==> src/hw/vbuf_macros.svh <==
// Store buffer sizing. VLEN must be a multiple of 32 x lane count.
// The lane count must be a power of two and at least 4.
`ifndef VBUF_MACROS_SVH
`define VBUF_MACROS_SVH

////////////////////
// Base sizes
////////////////////

// Number of vector lanes feeding the buffer
`define VBUF_VLANE_NUM 8

// Vector register length in bits
`define VBUF_VLEN 512

////////////////////
// Derived sizes
////////////////////

// Rows per lane RAM, one 32-bit word per row
`define VBUF_BUFF_DEPTH ((`VBUF_VLEN / 4) / `VBUF_VLANE_NUM)
`define VBUF_ROW_AW $clog2(`VBUF_BUFF_DEPTH)
`define VBUF_LANE_SEL_W $clog2(`VBUF_VLANE_NUM)

// Byte counters must hold VLEN bytes plus one
`define VBUF_CNT_W ($clog2(`VBUF_VLEN) + 1)

`endif
==> src/hw/vbuf_pkg.sv <==
// Types shared by the store path of the lane buffer array.
// Sizes come from the macros header.
`include "vbuf_macros.svh"

package vbuf_pkg;

  // Bus and lane words, byte addresses
  typedef logic [31:0] word_t;
  typedef logic [31:0] addr_t;

  // Element width code, 0 = 8, 1 = 16, 2 = 32 bits
  typedef logic [1:0] sew_t;

  typedef logic [`VBUF_CNT_W-1:0] byte_cnt_t;
  typedef logic [`VBUF_ROW_AW-1:0] row_addr_t;
  typedef logic [`VBUF_LANE_SEL_W-1:0] lane_sel_t;

  // One word per lane, lane 0 in the low bits
  typedef word_t [`VBUF_VLANE_NUM-1:0] lane_bus_t;

  typedef struct packed {
    byte_cnt_t vl;
    sew_t      sew;
    logic      unit_stride;
  } store_cfg_t;

  // Write request toward the AXI write master
  typedef struct packed {
    addr_t     addr;
    byte_cnt_t xfer_size;
  } wr_req_t;

  // Total bytes of one store
  function automatic byte_cnt_t cfg_total_bytes(input store_cfg_t cfg);
    return cfg.vl << cfg.sew;
  endfunction

endpackage

==> src/hw/vector_store_buffer.sv <==
// Store half of the lane buffer array. No handshake on any port:
// the controller paces writes and reads with single-cycle strobes.
`timescale 1ns/1ps

module vector_store_buffer import vbuf_pkg::*; (
  input  logic       clk,
  input  logic       rstn,
  // Controller configuration
  input  store_cfg_t store_cfg_i,
  input  logic       store_cfg_update_i,
  input  addr_t      store_base_i,
  input  addr_t      store_stride_i,
  input  logic       store_base_set_i,
  input  logic       store_base_update_i,
  // Controller strobes
  input  logic       store_cntr_rst_i,
  input  logic       sbuff_wen_i,
  input  logic       sdbuff_ren_i,
  // Lane data
  input  lane_bus_t  vlane_store_data_i,
  // AXI write side
  output wr_req_t    wr_req_o,
  output word_t      wr_tdata_o,
  // Status levels
  output logic       write_done_o,
  output logic       read_done_o,
  output logic       read_rdy_o
);

  store_cfg_t cfg;
  logic [1:0] base_low;
  row_addr_t  wr_row;
  byte_cnt_t  rd_cnt;

  store_addr_gen u_store_addr_gen (
    .clk                 (clk),
    .rstn                (rstn),
    .store_cfg_i         (store_cfg_i),
    .store_cfg_update_i  (store_cfg_update_i),
    .store_base_i        (store_base_i),
    .store_stride_i      (store_stride_i),
    .store_base_set_i    (store_base_set_i),
    .store_base_update_i (store_base_update_i),
    .cfg_o               (cfg),
    .base_low_o          (base_low),
    .wr_req_o            (wr_req_o)
  );

  store_buffer_counters u_store_buffer_counters (
    .clk              (clk),
    .rstn             (rstn),
    .cfg_i            (cfg),
    .store_cntr_rst_i (store_cntr_rst_i),
    .sbuff_wen_i      (sbuff_wen_i),
    .sdbuff_ren_i     (sdbuff_ren_i),
    .wr_row_o         (wr_row),
    .rd_cnt_o         (rd_cnt),
    .write_done_o     (write_done_o),
    .read_done_o      (read_done_o),
    .read_rdy_o       (read_rdy_o)
  );

  lane_byte_buffer u_lane_byte_buffer (
    .clk                (clk),
    .rstn               (rstn),
    .vlane_store_data_i (vlane_store_data_i),
    .sbuff_wen_i        (sbuff_wen_i),
    .wr_row_i           (wr_row),
    .rd_cnt_i           (rd_cnt),
    .base_low_i         (base_low),
    .wr_tdata_o         (wr_tdata_o)
  );

endmodule

==> src/hw/store_addr_gen.sv <==
// Base address and stride for unit-stride and strided stores.
// Strided transfers are single words; a zero vl requests nothing.
`timescale 1ns/1ps

module store_addr_gen import vbuf_pkg::*; (
  input  logic       clk,
  input  logic       rstn,
  input  store_cfg_t store_cfg_i,
  input  logic       store_cfg_update_i,
  input  addr_t      store_base_i,
  input  addr_t      store_stride_i,
  input  logic       store_base_set_i,
  input  logic       store_base_update_i,
  output store_cfg_t cfg_o,
  output logic [1:0] base_low_o,
  output wr_req_t    wr_req_o
);

  store_cfg_t cfg_q;
  addr_t      base_q;
  addr_t      stride_q;
  byte_cnt_t  total_bytes;

  ////////////////////
  // Configuration latch
  ////////////////////

  always_ff @(posedge clk) begin
    if (!rstn) begin
      cfg_q <= '0;
    end else if (store_cfg_update_i) begin
      cfg_q <= store_cfg_i;
    end
  end

  ////////////////////
  // Base stepping
  ////////////////////

  // Set takes priority over update
  always_ff @(posedge clk) begin
    if (!rstn) begin
      base_q   <= '0;
      stride_q <= '0;
    end else if (store_base_set_i) begin
      base_q   <= store_base_i;
      stride_q <= store_stride_i;
    end else if (store_base_update_i) begin
      if (cfg_q.unit_stride) begin
        base_q <= store_base_i;
      end else begin
        base_q <= base_q + stride_q;
      end
    end
  end

  ////////////////////
  // Request outputs
  ////////////////////

  assign total_bytes = cfg_total_bytes(cfg_q);

  // Word-aligned address, the data path rotates bytes into place
  assign wr_req_o.addr = {base_q[31:2], 2'b00};

  always_comb begin
    if (cfg_q.unit_stride) begin
      wr_req_o.xfer_size = total_bytes;
    end else if (total_bytes == '0) begin
      wr_req_o.xfer_size = '0;
    end else begin
      wr_req_o.xfer_size = byte_cnt_t'(4);
    end
  end

  assign cfg_o      = cfg_q;
  assign base_low_o = base_q[1:0];

endmodule

==> src/hw/store_buffer_counters.sv <==
// Write and read byte counters of the store buffer.
// A zero byte total reads as complete on both done levels.
`timescale 1ns/1ps
`include "vbuf_macros.svh"

module store_buffer_counters import vbuf_pkg::*; (
  input  logic       clk,
  input  logic       rstn,
  input  store_cfg_t cfg_i,
  input  logic       store_cntr_rst_i,
  input  logic       sbuff_wen_i,
  input  logic       sdbuff_ren_i,
  output row_addr_t  wr_row_o,
  output byte_cnt_t  rd_cnt_o,
  output logic       write_done_o,
  output logic       read_done_o,
  output logic       read_rdy_o
);

  // Byte offset of the row field in a counter
  localparam int ROW_LSB = `VBUF_LANE_SEL_W + 2;

  // One write strobe fills a full row across all lanes
  localparam byte_cnt_t ROW_BYTES = byte_cnt_t'(4 * `VBUF_VLANE_NUM);

  byte_cnt_t total_bytes;
  byte_cnt_t wr_cnt;
  byte_cnt_t wr_cnt_next;
  byte_cnt_t rd_cnt;
  byte_cnt_t rd_cnt_next;
  byte_cnt_t rd_step;

  assign total_bytes = cfg_total_bytes(cfg_i);

  ////////////////////
  // Write counter
  ////////////////////

  assign wr_cnt_next = wr_cnt + ROW_BYTES;

  always_ff @(posedge clk) begin
    if (!rstn || store_cntr_rst_i) begin
      wr_cnt <= '0;
    end else if (sbuff_wen_i) begin
      wr_cnt <= wr_cnt_next;
    end
  end

  ////////////////////
  // Read counter
  ////////////////////

  // Unit-stride reads whole words, strided reads one element
  assign rd_step     = cfg_i.unit_stride ? byte_cnt_t'(4) : (byte_cnt_t'(1) << cfg_i.sew);
  assign rd_cnt_next = rd_cnt + rd_step;

  always_ff @(posedge clk) begin
    if (!rstn || store_cntr_rst_i) begin
      rd_cnt <= '0;
    end else if (sdbuff_ren_i) begin
      rd_cnt <= rd_cnt_next;
    end
  end

  // Levels
  assign write_done_o = (wr_cnt_next >= total_bytes);
  assign read_done_o  = (rd_cnt_next >= total_bytes);
  assign read_rdy_o   = (wr_cnt > rd_cnt);

  assign wr_row_o = wr_cnt[ROW_LSB +: `VBUF_ROW_AW];
  assign rd_cnt_o = rd_cnt;

endmodule

==> src/hw/lane_byte_buffer.sv <==
// Lane RAMs holding a store in byte-address order.
// Read data lags the read counter by one cycle; base_low is sampled at output.
`timescale 1ns/1ps
`include "vbuf_macros.svh"

module lane_byte_buffer import vbuf_pkg::*; (
  input  logic       clk,
  input  logic       rstn,
  input  lane_bus_t  vlane_store_data_i,
  input  logic       sbuff_wen_i,
  input  row_addr_t  wr_row_i,
  input  byte_cnt_t  rd_cnt_i,
  input  logic [1:0] base_low_i,
  output word_t      wr_tdata_o
);

  localparam int NLANE   = `VBUF_VLANE_NUM;
  localparam int ROW_LSB = `VBUF_LANE_SEL_W + 2;

  word_t                     ram_rdata [NLANE];
  row_addr_t                 rd_row;
  logic [ROW_LSB-1:0]        rd_low_q;
  lane_sel_t                 rd_col;
  word_t                     sel_word;
  logic [1:0]                rot_amt;

  assign rd_row = rd_cnt_i[ROW_LSB +: `VBUF_ROW_AW];

  ////////////////////
  // Byte transpose and lane RAMs
  ////////////////////

  for (genvar v = 0; v < NLANE; v++) begin : g_lane
    word_t ram_wdata;

    // Byte k of column v holds store byte 4v+k
    always_comb begin
      for (int k = 0; k < 4; k++) begin
        ram_wdata[8*k +: 8] =
          vlane_store_data_i[(4*v + k) % NLANE][8*((4*v + k) / NLANE) +: 8];
      end
    end

    lane_ram #(
      .DEPTH (`VBUF_BUFF_DEPTH),
      .WIDTH (32)
    ) u_lane_ram (
      .clk     (clk),
      .we_i    (sbuff_wen_i),
      .waddr_i (wr_row_i),
      .wdata_i (ram_wdata),
      .raddr_i (rd_row),
      .rdata_o (ram_rdata[v])
    );
  end

  ////////////////////
  // Word select and rotation
  ////////////////////

  // Column and byte offset follow the RAM read by one cycle
  always_ff @(posedge clk) begin
    if (!rstn) begin
      rd_low_q <= '0;
    end else begin
      rd_low_q <= rd_cnt_i[ROW_LSB-1:0];
    end
  end

  assign rd_col   = rd_low_q[2 +: `VBUF_LANE_SEL_W];
  assign sel_word = ram_rdata[rd_col];

  // Move the element to the byte lane of the target address
  assign rot_amt = base_low_i - rd_low_q[1:0];

  always_comb begin
    case (rot_amt)
      2'd1:    wr_tdata_o = {sel_word[23:0], sel_word[31:24]};
      2'd2:    wr_tdata_o = {sel_word[15:0], sel_word[31:16]};
      2'd3:    wr_tdata_o = {sel_word[7:0], sel_word[31:8]};
      default: wr_tdata_o = sel_word;
    endcase
  end

endmodule

==> src/hw/lane_ram.sv <==
// Simple dual-port RAM on one clock, registered read.
// Contents are undefined until written; read during write returns old data.
`timescale 1ns/1ps

module lane_ram #(
  parameter int DEPTH = 16,
  parameter int WIDTH = 32
) (
  input  logic                     clk,
  input  logic                     we_i,
  input  logic [$clog2(DEPTH)-1:0] waddr_i,
  input  logic [WIDTH-1:0]         wdata_i,
  input  logic [$clog2(DEPTH)-1:0] raddr_i,
  output logic [WIDTH-1:0]         rdata_o
);

  logic [WIDTH-1:0] mem [DEPTH];

  // Write port
  always_ff @(posedge clk) begin
    if (we_i) begin
      mem[waddr_i] <= wdata_i;
    end
  end

  // Read port, one cycle latency
  always_ff @(posedge clk) begin
    rdata_o <= mem[raddr_i];
  end

endmodule

==> config.mk <==
export PLATFORM = sky130hd
export DESIGN_NAME = vector_store_buffer
export DESIGN_NICKNAME = d
export VERILOG_FILES = /design/src/hw/vbuf_pkg.sv /design/src/hw/vector_store_buffer.sv /design/src/hw/store_addr_gen.sv /design/src/hw/store_buffer_counters.sv /design/src/hw/lane_byte_buffer.sv /design/src/hw/lane_ram.sv
export VERILOG_INCLUDE_DIRS = /design/src /design/src/hw
export SDC_FILE = /design/constraint.sdc
export NUM_CORES = 2
export LEC_CHECK = 0
export BUFFER_PORTS_ARGS = -buffer_cell sky130_fd_sc_hd__buf_4
export CORE_MARGIN = 3
export CORE_UTILIZATION = 60
export DETAILED_ROUTE_END_ITERATION = 8
export MAX_ROUTING_LAYER = met4
export PLACE_DENSITY_LB_ADDON = 0.3
export SETUP_SLACK_MARGIN = 0.02
export SLEW_MARGIN = 5
export SYNTH_ARGS = -nofsm -noshare
export SYNTH_HDL_FRONTEND = slang
export SYNTH_SLANG_ARGS = --single-unit
==> constraint.sdc <==
create_clock -name clk -period 11.5 [get_ports clk]
set_clock_uncertainty 0.05 [all_clocks]
set_input_delay 1.725 -clock clk [delete_from_list [all_inputs] [get_ports clk]]
set_output_delay 1.725 -clock clk [all_outputs]
set_load 0.02 [all_outputs]
==> flow_summary.ini <==
[status]
outcome = finished, violations left
violations = antenna rules

[cts]
htree_levels = 5
tritoncts = yes
cts-root-buf = clkbuf_16
hold_buffers = 0
cts_made_buffers = 425
post-cts-setup-buffer-count = 0
clk_path_buf_depth = 4
clk_latency_ns = 0.98
path_clk_slew_ns = 0.06
clock_sinks = 4449
cts_resized = 0

[route]
finalWirelength_um = 429000
vias = 80584
via_per_inst = 6.81
initialDrtViolationCount = 11606
dr.pass1.iters = 6
drtAntennaViolNets = 1
drc = 0
drt-wirelength-per-cell_um = 36.2

[power]
p_leak_nw = 59.4
powerDensity_nw_per_um2 = 173
ir_drop_uv = 142

[sta]
final.min_clock_period_ns = 6.35
tightest_slew_ns = 1.47
setup_viol_count_final = 0
slew_headroom_pct = 2.32
drv_slew = 0
tns_ns = 0
max_freq_ghz = 0.158
hold_viol_final = 0
timing.final.crit_share_pct = 55.2
rsz0062_at_grt = false
fin_hold_ws_ns = 0.456

[synth]
synth_flop_cell = edfxtp_1
avgSynthCellArea_sq_um = 23.8
synth_edf_count = 4096
synth.area.top_cells = edfxtp_1, mux4_2, dfxtp_1
yosysTopAreaCell = edfxtp_1
synth_area_sq_um = 168000
synth_top_area_share_pct = 73.4
synth_cells = 7052
yosys_warnings = 0
ys_ff_latch = 4449
ys_seq_area_share_pct = 77.6
async_flop_share_pct = 0
yosysUniqueCellTypes = 62

[die]
initial_core_util_pct = 60.4
core_sq_um = 277000
num_rows = 193
chipWidth_um = 534
fp.dieH_um = 534
io_pins = 418
die_area_sq_um = 286000

[worst_setup_path]
timing.rr.end = u_lane_byte_buffer.g_lane[2].u_lane_ram.rdata_o[12]
r2r_slack_ns = 6.69
cpPeakStageDelay_ns = 1.01
critical_path_class = register to output port
cp_num_cells = 6
path_delay_family = multiplexers
crit_fanout = 36
crit_path_cell_trace = buf_4 -> mux4_2 -> mux2i_1 -> mux4_2 -> inv_1 -> buf_4
endpoint_kind = output port
r2r_cells = 5
critPathLaunchType = register
worstPathRequired_ns = 9.73
crit_end = wr_tdata_o[8]
worstPathArrival_ns = 4.57
crit_buf_inv = 3
crit_start = u_lane_byte_buffer.rd_low_q[2]
crit_path_top_delay_cell = dfxtp_4
r2r_start = u_store_buffer_counters.rd_cnt_o[6]

[global_routing]
grt_pass1_wl_um = 612000
grt_pass1_vias = 81559
overflow = 0
grt_max_degree = 152
grt_usage_pct = 31.2
antenna_found_initial = 123

[flow_run]
drv_cap = 0

[final_layout]
drive_gt1_share_pct = 32.0
fillers = 16114
fin_util_pct = 68.3
nets = 8059
syn_to_final_growth_pct = 13.1

[worst_hold_path]
hold_path.class = register to register

[placed_design]
place.gp.congestion = 0.879
port_buffers = 415
place_hpwl_um = 227000
[cell usage in the layout, fill, tap and decap left out, drive strengths merged, types with 22 or more instances in the layout]
cell	Yosys	layout
a21o	23	23
a21oi	60	60
a31oi	40	40
and2	22	22
and3	32	32
buf	180	542
bufinv	0	27
clkbuf	186	597
clkinv	2	156
dfxtp	353	353
diode	0	102
edfxtp	4096	4096
ha	60	60
inv	61	72
mux2i	90	90
mux4	1351	1351
nand2	171	171
nor2	114	114
o21ai	38	38
xnor2	30	30
[area by class of cell]
| class | count | area (sq um) | share of cell area [%] |
|---|---|---|---|
| inverter | 63 | 244 | 0.129 |
| clock inverter | 205 | 2130 | 1.13 |
| timing repair buffer | 542 | 4320 | 2.28 |
| antenna | 102 | 255 | 0.135 |
| multi-input combinational | 2175 | 35800 | 18.9 |
| sequential | 4449 | 130000 | 68.7 |
| tap | 3705 | 4640 | 2.45 |
| clock buffer | 597 | 11900 | 6.28 |
[cells in the mapped netlist (6+ instances only)]
cell and instances:
nand3_1 19, clkbuf_1 186, inv_1 58, a31oi_1 39, buf_2 45, nand2_1 171, and2_1 22, nand2b_1 9
and3_1 32, a21o_1 22, xor2_1 15, mux2i_1 90, xnor2_1 30, nor3_1 10, o21ai_0 36, a21oi_1 60
nand4_1 10, ha_1 60, edfxtp_1 4096, mux4_2 1351, dfxtp_1 353, a311oi_1 11, o21bai_1 7, nor2_1 114
or3_1 6, buf_1 132
[registers in the layout, indices dropped and copies added, names as in the netlist]
signal,cells
u_lane_byte_buffer.rd_low_q,5
u_store_buffer_counters.wr_cnt,5
u_lane_byte_buffer.g_lane.u_lane_ram.mem,4096
u_store_addr_gen.base_q,32
u_store_buffer_counters.rd_cnt_o,10
u_store_addr_gen.cfg_o,13
u_lane_byte_buffer.g_lane.u_lane_ram.rdata_o,256
u_store_addr_gen.stride_q,32
[stage by stage]
step | cells | worst slack [ns] | cell area [sq um] | total power, mW
after global placement | 10934 | 6.04 | 175000 | 19.2
after CTS | 11736 | 4.97 | 189000 | 33.0
after floorplan | 7053 | 2.69 | 168000 | 18.7
after detailed placement | 10934 | 5.96 | 175000 | 19.2
final | 11838 | 5.15 | 189000 | 32.8
after global routing | 11811 | 4.89 | 189000 | 33.7
[cells by family (layout without fill, tap and decap cells)]
group / count (synthesis) / after routing / share of synthesized area, %
and+or+nand+nor: 408 / 408 / 1.08
DFF: 4449 / 4449 / 77.6
AOI/OAI and AO/OA: 213 / 213 / 0.832
xor gates and xnor gates: 45 / 45 / 0.235
other: 1 / 104 / 0.00224
muxes: 1445 / 1445 / 18.7
buffers and inverters: 429 / 1407 / 1.00
adders and majority gates: 62 / 62 / 0.472
[how the worst min path moves through the flow]
stage	startpoint	end	cells past startpoint
3_5_place_dp	u_store_addr_gen.stride_q[5]	u_store_addr_gen.stride_q[5]	2
4_1_cts	u_store_addr_gen.stride_q[7]	u_store_addr_gen.stride_q[7]	2
6_report	u_store_addr_gen.stride_q[29]	u_store_addr_gen.stride_q[29]	2
2_1_floorplan	u_store_addr_gen.cfg_o[12]	u_store_addr_gen.cfg_o[12]	2
5_1_grt	u_store_addr_gen.stride_q[29]	u_store_addr_gen.stride_q[29]	2
3_3_place_gp	u_store_addr_gen.stride_q[8]	u_store_addr_gen.stride_q[8]	2
[report_power, final]
group	leakage (nW)	total [mW]	switching [mW]	internal, mW
Combinational	12.6	0.957	0.588	0.369
Clock	6.83	13.9	6.06	7.87
Sequential	40.0	18.0	0.135	17.8
[routing by layer]
| metal | track usage [%] | wire length (um) | vias to the layer above |
|---|---|---|---|
| li1 | - | - | 31372 |
| met1 | 43.4 | 157000 | 43129 |
| met2 | 46.6 | 205000 | 5357 |
| met3 | 6.71 | 48800 | 726 |
| met4 | 11.4 | 17900 | 0 |
| met5 | - | 0 | - |
[worst min-delay path, cell delays in order (launching register included)]
cell     delay [ns]
dfxtp_1        0.33
mux2i_1        0.07
nor2_1         0.07
(Power assumes the default switching activity.)
